`src/hdl/vita_tx_pkg.sv`:
```
////////////////////
// VITA transmit path shared definitions
// Widths, item layout, packet flags and settings addresses
////////////////////

package vita_tx_pkg;

   ////////////////////
   // Widths
   localparam int TIME_W      = 64;
   localparam int SAMPLE_W    = 32;
   localparam int DAC_W       = 16;
   localparam int SET_ADDR_W  = 8;
   localparam int SET_DATA_W  = 32;
   localparam int LINE_DATA_W = 32;
   localparam int LINE_FLAG_W = 4;
   localparam int INTERP_W    = 16;

   typedef logic [TIME_W-1:0]      time_t;
   // I in the upper half, Q in the lower half
   typedef logic [SAMPLE_W-1:0]    sample_t;
   typedef logic [DAC_W-1:0]       dac_word_t;
   typedef logic [SET_ADDR_W-1:0]  set_addr_t;
   typedef logic [SET_DATA_W-1:0]  set_data_t;
   typedef logic [LINE_DATA_W-1:0] line_data_t;
   typedef logic [LINE_FLAG_W-1:0] line_flags_t;
   typedef logic [INTERP_W-1:0]    interp_t;

   ////////////////////
   // Packet line flags and header bits
   localparam int FLAG_SOP = 0;
   localparam int FLAG_EOP = 1;
   // Two time words follow the header when set
   localparam int HDR_HAS_TIME_BIT = 20;

   ////////////////////
   // Settings bus bases
   // Time: +0 high word, +1 low word and load
   localparam set_addr_t SR_TIME64 = 8'd192;
   // TX DSP: +0 interpolation count
   localparam set_addr_t SR_TX_DSP = 8'd208;

   ////////////////////
   // Sample item layout, markers on top
   localparam int ITEM_SAMPLE_LSB   = 0;
   localparam int ITEM_TIME_LSB     = ITEM_SAMPLE_LSB + SAMPLE_W;
   localparam int ITEM_HAS_TIME_BIT = ITEM_TIME_LSB + TIME_W;
   localparam int ITEM_SOB_BIT      = ITEM_HAS_TIME_BIT + 1;
   localparam int ITEM_EOB_BIT      = ITEM_SOB_BIT + 1;
   localparam int ITEM_W            = ITEM_EOB_BIT + 1;

   typedef logic [ITEM_W-1:0] item_t;

   localparam int SAMPLE_FIFO_DEPTH_LOG2 = 4;

   // Deframer and transmit control FSMs
   typedef enum logic [1:0] {HEADER, TIME_HI, TIME_LO, SAMPLES} deframe_state_t;
   typedef enum logic [1:0] {IDLE, WAIT_TIME, RUN, FLUSH} tx_state_t;

endpackage

```
`src/hdl/dsp_core_tx.sv`:
```
////////////////////
// TX DSP output stage
// Interpolation strobe and DAC registers
////////////////////

`timescale 1ns/100ps

module dsp_core_tx (
   input  logic                   dsp_clk,
   input  logic                   wb_rst,
   input  logic                   set_stb_i,
   input  vita_tx_pkg::set_addr_t set_addr_i,
   input  vita_tx_pkg::set_data_t set_data_i,
   input  logic                   run_i,
   input  vita_tx_pkg::sample_t   sample_i,
   output logic                   strobe_o,
   output vita_tx_pkg::dac_word_t dac_a_o,
   output vita_tx_pkg::dac_word_t dac_b_o
);

   vita_tx_pkg::interp_t interp;
   vita_tx_pkg::interp_t interp_cnt;

   // First run cycle always strobes since the counter idles at zero
   assign strobe_o = run_i && (interp_cnt == '0);

   always_ff @(posedge dsp_clk) begin
      if (wb_rst) begin
         interp <= '0;
      end else if (set_stb_i && (set_addr_i == vita_tx_pkg::SR_TX_DSP)) begin
         interp <= set_data_i[vita_tx_pkg::INTERP_W-1:0];
      end
   end

   // One strobe every interp+1 cycles
   always_ff @(posedge dsp_clk) begin
      if (wb_rst) begin
         interp_cnt <= '0;
      end else if (!run_i) begin
         interp_cnt <= '0;
      end else if (strobe_o) begin
         interp_cnt <= interp;
      end else begin
         interp_cnt <= interp_cnt - 1'b1;
      end
   end

   ////////////////////
   // DAC words, I on A and Q on B
   always_ff @(posedge dsp_clk) begin
      if (wb_rst || !run_i) begin
         dac_a_o <= '0;
         dac_b_o <= '0;
      end else if (strobe_o) begin
         dac_a_o <= sample_i[vita_tx_pkg::SAMPLE_W-1 -: vita_tx_pkg::DAC_W];
         dac_b_o <= sample_i[vita_tx_pkg::DAC_W-1:0];
      end
   end

endmodule

```
`src/hdl/sample_fifo.sv`:
```
////////////////////
// Sample item FIFO
// Circular buffer with valid/ready on both sides
////////////////////

`timescale 1ns/100ps

module sample_fifo #(
   parameter int DEPTH_LOG2 = vita_tx_pkg::SAMPLE_FIFO_DEPTH_LOG2
) (
   input  logic               dsp_clk,
   input  logic               wb_rst,
   input  logic               in_valid_i,
   input  vita_tx_pkg::item_t in_item_i,
   output logic               in_ready_o,
   output logic               out_valid_o,
   output vita_tx_pkg::item_t out_item_o,
   input  logic               out_ready_i
);

   localparam logic [DEPTH_LOG2:0] DEPTH = 1 << DEPTH_LOG2;

   vita_tx_pkg::item_t    mem [DEPTH];
   logic [DEPTH_LOG2-1:0] wr_ptr;
   logic [DEPTH_LOG2-1:0] rd_ptr;
   logic [DEPTH_LOG2:0]   count;
   logic [DEPTH_LOG2:0]   count_nxt;
   logic                  push;
   logic                  pop;

   assign push        = in_valid_i && in_ready_o;
   assign pop         = out_valid_o && out_ready_i;
   assign out_valid_o = (count != '0);
   assign out_item_o  = mem[rd_ptr];

   always_comb begin
      count_nxt = count;
      if (push && !pop) begin
         count_nxt = count + 1'b1;
      end else if (pop && !push) begin
         count_nxt = count - 1'b1;
      end
   end

   // Ready is registered so it stays low through reset
   always_ff @(posedge dsp_clk) begin
      if (wb_rst) begin
         wr_ptr     <= '0;
         rd_ptr     <= '0;
         count      <= '0;
         in_ready_o <= 1'b0;
      end else begin
         if (push) begin
            wr_ptr <= wr_ptr + 1'b1;
         end
         if (pop) begin
            rd_ptr <= rd_ptr + 1'b1;
         end
         count      <= count_nxt;
         in_ready_o <= (count_nxt != DEPTH);
      end
   end

   always_ff @(posedge dsp_clk) begin
      if (push) begin
         mem[wr_ptr] <= in_item_i;
      end
   end

endmodule

```
`src/hdl/vita_time_counter.sv`:
```
////////////////////
// VITA time counter
// Free-running 64-bit time, loaded from the settings bus
////////////////////

`timescale 1ns/100ps

module vita_time_counter (
   input  logic                   dsp_clk,
   input  logic                   wb_rst,
   input  logic                   set_stb_i,
   input  vita_tx_pkg::set_addr_t set_addr_i,
   input  vita_tx_pkg::set_data_t set_data_i,
   output vita_tx_pkg::time_t     vita_time_o
);

   vita_tx_pkg::set_data_t time_hi;
   logic                   wr_hi;
   logic                   wr_lo;

   assign wr_hi = set_stb_i && (set_addr_i == vita_tx_pkg::SR_TIME64);
   assign wr_lo = set_stb_i && (set_addr_i == vita_tx_pkg::SR_TIME64 + 8'd1);

   // High word is held until the low word write loads both
   always_ff @(posedge dsp_clk) begin
      if (wb_rst) begin
         time_hi <= '0;
      end else if (wr_hi) begin
         time_hi <= set_data_i;
      end
   end

   always_ff @(posedge dsp_clk) begin
      if (wb_rst) begin
         vita_time_o <= '0;
      end else if (wr_lo) begin
         vita_time_o <= {time_hi, set_data_i};
      end else begin
         vita_time_o <= vita_time_o + 1'b1;
      end
   end

endmodule

```
`src/hdl/vita_tx_control.sv`:
```
////////////////////
// VITA TX control
// Holds timed bursts, feeds samples on strobe, flags underrun
////////////////////

`timescale 1ns/100ps

module vita_tx_control (
   input  logic                 dsp_clk,
   input  logic                 wb_rst,
   input  vita_tx_pkg::time_t   vita_time_i,
   input  logic                 item_valid_i,
   input  vita_tx_pkg::item_t   item_i,
   output logic                 item_ready_o,
   input  logic                 strobe_i,
   output logic                 run_o,
   output vita_tx_pkg::sample_t sample_o,
   output logic                 underrun_o
);

   vita_tx_pkg::tx_state_t state;
   vita_tx_pkg::tx_state_t state_nxt;
   vita_tx_pkg::time_t     item_time;
   logic                   item_has_time;
   logic                   item_sob;
   logic                   item_eob;
   logic                   pop;
   logic                   underrun_det;

   // Head of FIFO
   assign item_time     = item_i[vita_tx_pkg::ITEM_TIME_LSB +: vita_tx_pkg::TIME_W];
   assign item_has_time = item_i[vita_tx_pkg::ITEM_HAS_TIME_BIT];
   assign item_sob      = item_i[vita_tx_pkg::ITEM_SOB_BIT];
   assign item_eob      = item_i[vita_tx_pkg::ITEM_EOB_BIT];

   // Zero when empty so an underrun strobe puts silence on the DACs
   assign sample_o = item_valid_i ?
                     item_i[vita_tx_pkg::ITEM_SAMPLE_LSB +: vita_tx_pkg::SAMPLE_W] : '0;

   assign run_o        = (state == vita_tx_pkg::RUN);
   assign item_ready_o = pop;

   ////////////////////
   // Burst FSM
   always_comb begin
      state_nxt    = state;
      pop          = 1'b0;
      underrun_det = 1'b0;
      case (state)
         vita_tx_pkg::IDLE: begin
            if (item_valid_i) begin
               if (!item_sob) begin
                  // Leftover item outside a burst
                  pop = 1'b1;
               end else if (item_has_time) begin
                  state_nxt = vita_tx_pkg::WAIT_TIME;
               end else begin
                  state_nxt = vita_tx_pkg::RUN;
               end
            end
         end
         vita_tx_pkg::WAIT_TIME: begin
            if (vita_time_i == item_time) begin
               state_nxt = vita_tx_pkg::RUN;
            end
         end
         vita_tx_pkg::RUN: begin
            if (strobe_i) begin
               if (item_valid_i) begin
                  pop = 1'b1;
                  if (item_eob) begin
                     state_nxt = vita_tx_pkg::IDLE;
                  end
               end else begin
                  underrun_det = 1'b1;
                  state_nxt    = vita_tx_pkg::FLUSH;
               end
            end
         end
         vita_tx_pkg::FLUSH: begin
            // Drain the rest of the broken burst
            if (item_valid_i) begin
               pop = 1'b1;
               if (item_eob) begin
                  state_nxt = vita_tx_pkg::IDLE;
               end
            end
         end
         default: begin
            state_nxt = vita_tx_pkg::IDLE;
         end
      endcase
   end

   always_ff @(posedge dsp_clk) begin
      if (wb_rst) begin
         state      <= vita_tx_pkg::IDLE;
         underrun_o <= 1'b0;
      end else begin
         state      <= state_nxt;
         underrun_o <= underrun_det;
      end
   end

endmodule

```
`src/hdl/vita_tx_core.sv`:
```
////////////////////
// VITA transmit core
// Deframer, sample FIFO, TX control, DSP output and time
////////////////////

`timescale 1ns/100ps

module vita_tx_core (
   input  logic                     dsp_clk,
   input  logic                     wb_rst,
   input  logic                     set_stb_i,
   input  vita_tx_pkg::set_addr_t   set_addr_i,
   input  vita_tx_pkg::set_data_t   set_data_i,
   input  logic                     line_valid_i,
   input  vita_tx_pkg::line_flags_t line_flags_i,
   input  vita_tx_pkg::line_data_t  line_data_i,
   output logic                     line_ready_o,
   output vita_tx_pkg::dac_word_t   dac_a_o,
   output vita_tx_pkg::dac_word_t   dac_b_o,
   output logic                     run_o,
   output logic                     underrun_o,
   output vita_tx_pkg::time_t       vita_time_o
);

   logic                 dfr_valid;
   logic                 dfr_ready;
   vita_tx_pkg::item_t   dfr_item;
   logic                 fifo_valid;
   logic                 fifo_ready;
   vita_tx_pkg::item_t   fifo_item;
   logic                 tx_strobe;
   vita_tx_pkg::sample_t tx_sample;

   vita_time_counter vita_time_counter_inst (
      .dsp_clk     (dsp_clk),
      .wb_rst      (wb_rst),
      .set_stb_i   (set_stb_i),
      .set_addr_i  (set_addr_i),
      .set_data_i  (set_data_i),
      .vita_time_o (vita_time_o)
   );

   ////////////////////
   // Producer, buffer, consumer
   vita_tx_deframer vita_tx_deframer_inst (
      .dsp_clk      (dsp_clk),
      .wb_rst       (wb_rst),
      .line_valid_i (line_valid_i),
      .line_flags_i (line_flags_i),
      .line_data_i  (line_data_i),
      .line_ready_o (line_ready_o),
      .item_valid_o (dfr_valid),
      .item_o       (dfr_item),
      .item_ready_i (dfr_ready)
   );

   sample_fifo sample_fifo_inst (
      .dsp_clk     (dsp_clk),
      .wb_rst      (wb_rst),
      .in_valid_i  (dfr_valid),
      .in_item_i   (dfr_item),
      .in_ready_o  (dfr_ready),
      .out_valid_o (fifo_valid),
      .out_item_o  (fifo_item),
      .out_ready_i (fifo_ready)
   );

   vita_tx_control vita_tx_control_inst (
      .dsp_clk      (dsp_clk),
      .wb_rst       (wb_rst),
      .vita_time_i  (vita_time_o),
      .item_valid_i (fifo_valid),
      .item_i       (fifo_item),
      .item_ready_o (fifo_ready),
      .strobe_i     (tx_strobe),
      .run_o        (run_o),
      .sample_o     (tx_sample),
      .underrun_o   (underrun_o)
   );

   dsp_core_tx dsp_core_tx_inst (
      .dsp_clk    (dsp_clk),
      .wb_rst     (wb_rst),
      .set_stb_i  (set_stb_i),
      .set_addr_i (set_addr_i),
      .set_data_i (set_data_i),
      .run_i      (run_o),
      .sample_i   (tx_sample),
      .strobe_o   (tx_strobe),
      .dac_a_o    (dac_a_o),
      .dac_b_o    (dac_b_o)
   );

endmodule

```
`src/hdl/vita_tx_deframer.sv`:
```
////////////////////
// VITA TX deframer
// Splits packet lines into timestamped sample items
////////////////////

`timescale 1ns/100ps

module vita_tx_deframer (
   input  logic                     dsp_clk,
   input  logic                     wb_rst,
   input  logic                     line_valid_i,
   input  vita_tx_pkg::line_flags_t line_flags_i,
   input  vita_tx_pkg::line_data_t  line_data_i,
   output logic                     line_ready_o,
   output logic                     item_valid_o,
   output vita_tx_pkg::item_t       item_o,
   input  logic                     item_ready_i
);

   vita_tx_pkg::deframe_state_t state;
   vita_tx_pkg::deframe_state_t state_nxt;
   vita_tx_pkg::time_t          burst_time;
   logic                        has_time;
   logic                        first_sample;
   logic                        line_acc;
   logic                        is_sop;
   logic                        is_eop;

   // Items leave in the cycle their line arrives, so FIFO ready is line ready
   assign line_ready_o = item_ready_i;
   assign line_acc     = line_valid_i && line_ready_o;
   assign is_sop       = line_flags_i[vita_tx_pkg::FLAG_SOP];
   assign is_eop       = line_flags_i[vita_tx_pkg::FLAG_EOP];

   assign item_valid_o = line_valid_i && !is_sop && (state == vita_tx_pkg::SAMPLES);

   always_comb begin
      item_o = '0;
      item_o[vita_tx_pkg::ITEM_SAMPLE_LSB +: vita_tx_pkg::SAMPLE_W] = line_data_i;
      item_o[vita_tx_pkg::ITEM_TIME_LSB +: vita_tx_pkg::TIME_W]     = burst_time;
      item_o[vita_tx_pkg::ITEM_HAS_TIME_BIT] = has_time;
      item_o[vita_tx_pkg::ITEM_SOB_BIT]      = first_sample;
      item_o[vita_tx_pkg::ITEM_EOB_BIT]      = is_eop;
   end

   ////////////////////
   // Packet parser
   always_comb begin
      state_nxt = state;
      // Any start of packet resyncs onto a header
      if (is_sop) begin
         if (line_data_i[vita_tx_pkg::HDR_HAS_TIME_BIT]) begin
            state_nxt = vita_tx_pkg::TIME_HI;
         end else begin
            state_nxt = vita_tx_pkg::SAMPLES;
         end
      end else begin
         case (state)
            vita_tx_pkg::TIME_HI: state_nxt = vita_tx_pkg::TIME_LO;
            vita_tx_pkg::TIME_LO: state_nxt = vita_tx_pkg::SAMPLES;
            default:              state_nxt = state;
         endcase
      end
      if (is_eop) begin
         state_nxt = vita_tx_pkg::HEADER;
      end
   end

   always_ff @(posedge dsp_clk) begin
      if (wb_rst) begin
         state        <= vita_tx_pkg::HEADER;
         has_time     <= 1'b0;
         first_sample <= 1'b0;
      end else if (line_acc) begin
         state <= state_nxt;
         if (is_sop) begin
            has_time     <= line_data_i[vita_tx_pkg::HDR_HAS_TIME_BIT];
            first_sample <= 1'b1;
         end else if (state == vita_tx_pkg::SAMPLES) begin
            first_sample <= 1'b0;
         end
      end
   end

   // Burst time words
   always_ff @(posedge dsp_clk) begin
      if (line_acc && !is_sop) begin
         if (state == vita_tx_pkg::TIME_HI) begin
            burst_time <= {line_data_i, burst_time[31:0]};
         end else if (state == vita_tx_pkg::TIME_LO) begin
            burst_time <= {burst_time[63:32], line_data_i};
         end
      end
   end

endmodule

```
`config.mk`:
```
export PLATFORM = sky130hd
export DESIGN_NAME = vita_tx_core
export DESIGN_NICKNAME = d
export VERILOG_FILES = /design/src/hdl/vita_tx_pkg.sv /design/src/hdl/dsp_core_tx.sv /design/src/hdl/sample_fifo.sv /design/src/hdl/vita_time_counter.sv /design/src/hdl/vita_tx_control.sv /design/src/hdl/vita_tx_core.sv /design/src/hdl/vita_tx_deframer.sv
export SDC_FILE = /design/constraint.sdc
export NUM_CORES = 2
export LEC_CHECK = 0
export ABC_AREA = 1
export BUFFER_PORTS_ARGS = -buffer_cell sky130_fd_sc_hd__buf_2
export CAP_MARGIN = 10
export CELL_PAD_IN_SITES_DETAIL_PLACEMENT = 2
export CELL_PAD_IN_SITES_GLOBAL_PLACEMENT = 2
export CORE_UTILIZATION = 46
export DETAILED_ROUTE_END_ITERATION = 10
export PLACE_DENSITY_LB_ADDON = 0.1
export SLEW_MARGIN = 20
export SYNTH_ARGS = -nofsm -noshare
export SYNTH_HDL_FRONTEND = slang
export SYNTH_SLANG_ARGS = --single-unit
```
`constraint.sdc`:
```
create_clock -name dsp_clk -period 10.65 [get_ports dsp_clk]
set_input_delay 1.065 -clock dsp_clk [delete_from_list [all_inputs] [get_ports dsp_clk]]
set_output_delay 1.065 -clock dsp_clk [all_outputs]
set_load 0.03 [all_outputs]
```
# Word level (Yosys, flattened, before mapping)
# Memory sizes are Yosys's and may differ from the RTL's. A register that Yosys moved wholly into a read port is not among the register bits.
# Index checks and enable logic that the tools add are counted.
[op_classes]
add_sub_neg = 6
multipliers = 0
div_mod_pow = 0
n_lt_le_gt_ge = 0
eq_ne = 16
n_shift = 0
muxes = 32
bitwise_logic = 3
reduce_logical = 30
[ops]
columns = ["operator", "count"]
rows = [
  ["$mux 64", 2],
  ["$add 64x1->64 const B", 1],
  ["$eq 64x64->1", 1],
  ["$mux 32", 2],
  ["$eq 8x8->1 const B", 3],
  ["$mux 2", 11],
  ["$logic_not 16->1", 1],
  ["$mux 16", 1],
  ["$sub 16x1->16 const B", 1],
  ["$logic_and 1x1->1", 12],
  ["$mux 5", 2],
  ["$mux 1", 9],
  ["$add 4x1->4 const B", 2],
  ["$eq 2x2->1 const B", 4],
  ["$mux 4", 2],
  ["$pmux 2 s4", 1],
  ["$reduce_and 2->1", 4],
  ["$ne 2x2->1 const B", 3],
  ["$add 5x1->5 const B", 1],
  ["$ne 5x5->1 const B", 1],
  ["$reduce_and 5->1", 1],
  ["$reduce_bool 5->1", 1],
  ["$sub 5x1->5 const B", 1],
  ["$eq 2x1->1 const B", 2],
  ["12 further kinds", 18],
]
[totals]
ff_bits = 245
latchBits = 0
ram_bits = 1584
romBits = 0
inputBits = 80
out_inout_bits = 99
wordCells = 105
n_memories = 1
[memory_table]
columns = ["memory", "depth", "word_bits", "rd", "rd_clocked_by_memory_dff", "wr", "line", "rtl"]
rows = [
  ["sample_fifo_inst.mem", 16, 99, 1, 1, 1, "sample_fifo.sv:23", "vita_tx_pkg::item_t mem [DEPTH];"],
]

# Longest topological paths before layout
[logic_depth]
depth_word = 9
depth_mapped = 22
mapped_depth_nobuf = 19

# By module
# Synthesis repeated with hierarchy kept, for this count alone.
[hier_totals]
cells_unflattened = 6320
area_unflattened_um2 = 76753.6
[modules_own_cells]
columns = ["module", "n_inst", "cells_per_inst", "area_each_um2", "seq_area_each_um2"]
rows = [
  ["sample_fifo", 1, 4295, 63666.1, 47926.0],
  ["vita_time_counter", 1, 913, 5552.8, 1921.8],
  ["dsp_core_tx", 1, 479, 3067.9, 1281.2],
  ["vita_tx_deframer", 1, 211, 2725.1, 2001.9],
  ["vita_tx_control", 1, 422, 1741.7, 60.1],
]

# Least setup slack after synthesis
# No wires, ideal clock.
[synth_path]
path_kind = "input to register"
from = "in line_flags_i[0]"
to = "mem sample_fifo_inst.mem[11][0] in the netlist's numbering, enable pin"
setup_ps = 557
arrival_time_ps = 6336
path_slack_ps = 3757
stages = 6
cell_sequence = "clkbuf_1 -> nor3_1 -> inv_1 -> nor2_1 -> nand2_1 -> nor2_1"
[synth_between]
elab_chain_cells = 6
[synth_lines]
columns = ["item", "line", "rtl"]
rows = [
  ["from (decl)", "vita_tx_core.sv:15", "input vita_tx_pkg::line_flags_t line_flags_i,"],
  ["$logic_not 1->1", "vita_tx_deframer.sv:35", "assign item_valid_o = line_valid_i && !is_sop && (state == vita_tx_pkg::SAMPLES);"],
  ["$logic_and 1x1->1 (2 in series)", "vita_tx_deframer.sv:35", ""],
  ["$logic_and 1x1->1", "sample_fifo.sv:31", "assign push = in_valid_i && in_ready_o;"],
  ["$mux 1", "sample_fifo.sv:65", "if (push) begin"],
  ["$mux 1 (not written as such)", "sample_fifo.sv:66", "mem[wr_ptr] <= in_item_i;"],
  ["to (decl)", "sample_fifo.sv:23", ""],
]
# Every way passes these cells.

==> key figures <==
Clock network
  – Cts repair resizes: 0
  – Clock tree root driver cell: sky130_fd_sc_hd__clkbuf_16
  – Inserted Clock Buffers: between 150 and 200
  – Insertion delay to the later sink of the worst-skew pair: between 0.8 and 0.9 ns
  – CTS tree: built
  – Deepest level of the CTS H-tree: 4
  – Clock sink count: roughly 1800
  – CTS max path bufs: 3
  – Post-CTS setup buffer count: 0
  – Quantity of hold-fixing buffers added after cts: 0
  – Clock transition at the registers of the reported paths: 0.06 ns

Setup path
  – Data required time of the critical path: 11.36 ns
  – Category of the most critical setup path: flip-flop to flip-flop
  – Worst EP arrival: between 6 and 7 ns
  – R2R depth: 20
  – Maximum net fanout on the critical path: 147
  – Capture instance of the worst register-to-register path: vita_tx_control_inst.state[1]
  – Element type at the critical path end: flip-flop
  – Crit path launch type: flip-flop
  – Setup slack, reg-to-reg: slightly above 5 ns

Power and ir drop
  – Combinational share of power: 20.8%
  – Peak supply drop: roughly 0.16 mV
  – PwrDens: 218 nW/um^2
  – Reported net switching power: approximately 0.0059 W
  – Clk network pwr share: between 30% and 40%
  – Register share of total power: 43.0%
  – Leakage dissipation: between 30 and 40 nW
  – Switching part of the total power: approximately 32%
  – Internal power of the cells: 0.0125 W

STA
  – Total setup violations reported at the end of the flow: 0
  – Share of the clock period used by the worst path: between 50% and 60%
  – Setup TNS: 0 ns
  – Count of endpoints failing hold in the final timing report: 0
  – Maximum clock rate: 0.183 GHz
  – Unrepaired setup endpoints after global routing: false
  – Rel. slew slack: ~20%
  – Tmin final: between 5 and 6 ns
  – Worst slew pin tran: approximately 1.2 ns
  – Post-Route Skew: 0.0336 ns
  – Number of max-slew violations in the final report: 0

Global routing
  – Total global routing overflow: 0
  – Number of antenna violations at the first check in global routing: 13
  – Largest net degree at the start of global routing: approximately 210
  – Number of global-route vias before repair: around 60000
  – Wire length of the first global-routing pass: around 420 mm
  – Total routing usage reported by global routing: approximately 35%

Route
  – Routed Wire Length: 291 mm
  – Total number of vias: between 50000 and 60000
  – DRC violation total after the first TritonRoute iteration: between 4000 and 5000
  – DRC violations left: 0
  – Vias per std cell: 6.03
  – Routed met3 length: between 15 and 20 mm
  – Post-route ant nets: 0
  – Pre-antenna DRT Iters: 5
  – Met1 Wirelength: 114 mm
  – Met2 routed WL: roughly 150 mm
  – WL/cell: 31.6 microns
  – Highest layer used for signal routing: met5

Placement
  – Port-buffer cells: 176
  – Half-perimeter wire length of the detailed placement result: approximately 160 mm
  – Weighted congestion reported at the end of routability-driven placement: around 0.86

Min path
  – End point of the most critical hold path: dsp_core_tx_inst.dac_a_o[8]
  – Hold_sp: dsp_core_tx_inst.dac_a_o[8]
  – Number of cells traversed by the worst hold path: 2
  – Worst min-delay path category: flip-flop to flip-flop

Floorplanning
  – Core Region: 163000 sq um
  – Die boundary height: slightly above 400 microns
  – Number of rows created at floorplan: about 150
  – Total die area: around 170000 sq um
  – Starting utilization of the core area: 46.4%
  – Die W: about 410 microns
  – IO Count: 179

Synth
  – Number of distinct library cells after synthesis: 44
  – Post-synthesis register bit count: 1833
  – Most common flop cell mapped by yosys: sky130_fd_sc_hd__edfxtp_1
  – Area fraction of the dominant cell type after synthesis: around 65%
  – Synth Cell Area: 75600 sq um
  – Synthesized instance count: slightly below 7000
  – Cell types occupying the most area after synthesis: sky130_fd_sc_hd__edfxtp_1 (65%), sky130_fd_sc_hd__nand2_1 (7.5%), sky130_fd_sc_hd__dfxtp_1 (4.9%), sky130_fd_sc_hd__nor2_1 (4.1%), sky130_fd_sc_hd__nand3_1 (4.0%)
  – Post-synth ARST share: 0%
  – Cell type with the largest total area after synthesis: sky130_fd_sc_hd__edfxtp_1
  – Post-Syn Nets: between 6000 and 7000
  – Mean area per synthesized cell: 11.1 sq um
  – Share of the yosys chip area belonging to registers: 70.4%
  – Number of enable flip-flop cells after synthesis: approximately 1600
  – Synthesis Warnings: 0

Layout
  – Synthesis-to-finish area growth: 11.9%
  – Share of layout cells above drive strength 1: approximately 8.2%
  – Nets: about 7000
  – Fill count: roughly 16000
  – FF+latch area: 53200 sq um
  – Share of the core filled with cells: between 50% and 60%
  – Multi-input gate area in the final layout: about 19000 sq um

Outcome
  – Result of the run: complete, no violations

Job
  – Count of maximum capacitance violations: 0
flip-flops by register name, summed over array words and instances (netlist names), 2 cells and up, named ones only:
name                                flops
dsp_core_tx_inst.dac_a_o               16
dsp_core_tx_inst.dac_b_o               16
dsp_core_tx_inst.interp                16
dsp_core_tx_inst.interp_cnt            16
sample_fifo_inst.count                  5
sample_fifo_inst.mem                 1584
sample_fifo_inst.rd_ptr                 4
sample_fifo_inst.wr_ptr                 4
vita_time_counter_inst.time_hi         32
vita_time_counter_inst.vita_time_o     64
vita_tx_control_inst.state              2
vita_tx_deframer_inst.burst_time       64
vita_tx_deframer_inst.state             2
power by group through the flow:
stage | combinational [W] | clock (W) | sequential [W]
3_5_place_dp | 0.00370 | 0 | 0.00807
5_1_grt | 0.00415 | 0.00699 | 0.00792
4_1_cts | 0.00382 | 0.00676 | 0.00792
6_report | 0.00383 | 0.00669 | 0.00792
2_1_floorplan | 0.00247 | 0 | 0.00802
3_3_place_gp | 0.00344 | 0 | 0.00806
worst max path at each step:
stage,startpoint,cells after the start,endpoint,slack [ns]
detailed placement,flip-flop,20,vita_tx_control_inst.state[1],5.37
floorplan,line_flags_i[0],6,sample_fifo_inst.mem[11][0],3.76
finish,flip-flop,20,vita_tx_control_inst.state[1],5.18
global route,flip-flop,20,vita_tx_control_inst.state[0],4.88
CTS,flip-flop,20,vita_tx_control_inst.state[1],5.17
global placement,flip-flop,20,vita_tx_control_inst.state[1],5.51
cell type report:
type | instances | share of cell area (%)
antenna | 3 | 0.00888
inverter | 493 | 2.22
timing repair buffer | 255 | 1.98
multi-input combinational | 4107 | 22.5
sequential | 1833 | 62.9
clock inverter | 78 | 0.834
clock buffer | 278 | 6.37
tap | 2175 | 3.22
synthesized netlist by cell type (all sizes together) (2+ instances only):
cell / count
xor2: 64
ha: 14
a221oi: 3
or2: 14
inv: 491
dfxtp: 185
clkbuf: 178
o21ai: 635
a21oi: 71
o221ai: 54
o221a: 9
nor2: 826
xnor2: 5
a31o: 3
nor4: 20
nor3: 43
o22ai: 75
nand3: 599
buf: 204
nor3b: 5
nand4: 16
a31oi: 4
clkinv: 2
nand2: 1509
and2: 2
o31ai: 2
edfxtp: 1648
o211ai: 80
o21bai: 50
logic make-up (layout without fill, tap and decap cells):
| logic type | after synthesis | after routing | synth area share, % |
|---|---|---|---|
| buffers and inverters | 875 | 1104 | 4.68 |
| AOI/OAI and AO/OA | 988 | 988 | 7.49 |
| xor gates and xnor gates | 69 | 69 | 0.800 |
| and+or+nand+nor | 3036 | 3036 | 16.4 |
| adders and majority gates | 14 | 14 | 0.232 |
| other | 0 | 3 | 0 |
| DFF | 1833 | 1833 | 70.4 |
critical path: stages (launching register included):
cell and delay (ns):
sky130_fd_sc_hd__dfxtp_4 0.41, sky130_fd_sc_hd__buf_12 0.43, sky130_fd_sc_hd__buf_4 0.89, sky130_fd_sc_hd__buf_4 0.95, sky130_fd_sc_hd__nand2_1 0.23, sky130_fd_sc_hd__nand2_1 0.18, sky130_fd_sc_hd__nand2_1 0.07, sky130_fd_sc_hd__nand3_1 0.11
sky130_fd_sc_hd__nand3_1 0.25, sky130_fd_sc_hd__nand3_1 0.16, sky130_fd_sc_hd__nand2_1 0.07, sky130_fd_sc_hd__nor2_1 0.12, sky130_fd_sc_hd__nand2_1 0.09, sky130_fd_sc_hd__nor2_1 0.40, sky130_fd_sc_hd__nand2_1 0.10, sky130_fd_sc_hd__nor2_1 0.15
sky130_fd_sc_hd__nand2_1 0.16, sky130_fd_sc_hd__nand2_1 0.14, sky130_fd_sc_hd__nand3_1 0.07, sky130_fd_sc_hd__nand2_1 0.06, sky130_fd_sc_hd__nor2_1 0.05
metrics by stage:
stage / hold slack (ns) / worst slack, ns / std cells / total power, W / cell area (sq um)
final: 0.471 / 5.18 / 9222 / 0.0184 / 84600
after global routing: 0.485 / 4.88 / 9219 / 0.0191 / 84600
after CTS: 0.475 / 5.17 / 9219 / 0.0185 / 84600
after detailed placement: 0.450 / 5.37 / 8863 / 0.0118 / 78500
after global placement: 0.445 / 5.51 / 8863 / 0.0115 / 78500
after floorplan: 0.428 / 3.76 / 6815 / 0.0105 / 75600
metal layers:
| layer | GRT usage [%] | vias up |
|---|---|---|
| met5 | 0 | - |
| met4 | 15.3 | 12 |
| met3 | 4.99 | 634 |
| met2 | 60.2 | 2029 |
| met1 | 42.9 | 29319 |
| li1 | - | 23642 |
placed cells by master, fill, tap and decap left out, drive strengths merged:
| cell type | Yosys | layout |
|---|---|---|
| clkbuf | 178 | 278 |
| a221oi | 3 | 3 |
| o221a | 9 | 9 |
| o22ai | 75 | 75 |
| a31o | 3 | 3 |
| a21oi | 71 | 71 |
| ha | 14 | 14 |
| o21ai | 635 | 635 |
| inv | 491 | 499 |
| nor3b | 5 | 5 |
| nand3b | 1 | 1 |
| nand2 | 1509 | 1509 |
| nor4 | 20 | 20 |
| o221ai | 54 | 54 |
| clkinv | 2 | 62 |
| clkinvlp | 0 | 3 |
| and3 | 1 | 1 |
| o31ai | 2 | 2 |
| o21bai | 50 | 50 |
| dfxtp | 185 | 185 |
| nand3 | 599 | 599 |
| xnor2 | 5 | 5 |
| diode | 0 | 3 |
| nand4 | 16 | 16 |
| nor3 | 43 | 43 |
| a31oi | 4 | 4 |
| or2 | 14 | 14 |
| bufinv | 0 | 7 |
| xor2 | 64 | 64 |
| buf | 204 | 255 |
| nor2 | 826 | 826 |
| edfxtp | 1648 | 1648 |
| and2 | 2 | 2 |
| a211oi | 1 | 1 |
| o211ai | 80 | 80 |
| o21a | 1 | 1 |
Note: power is estimated with default switching activity, not from simulation.
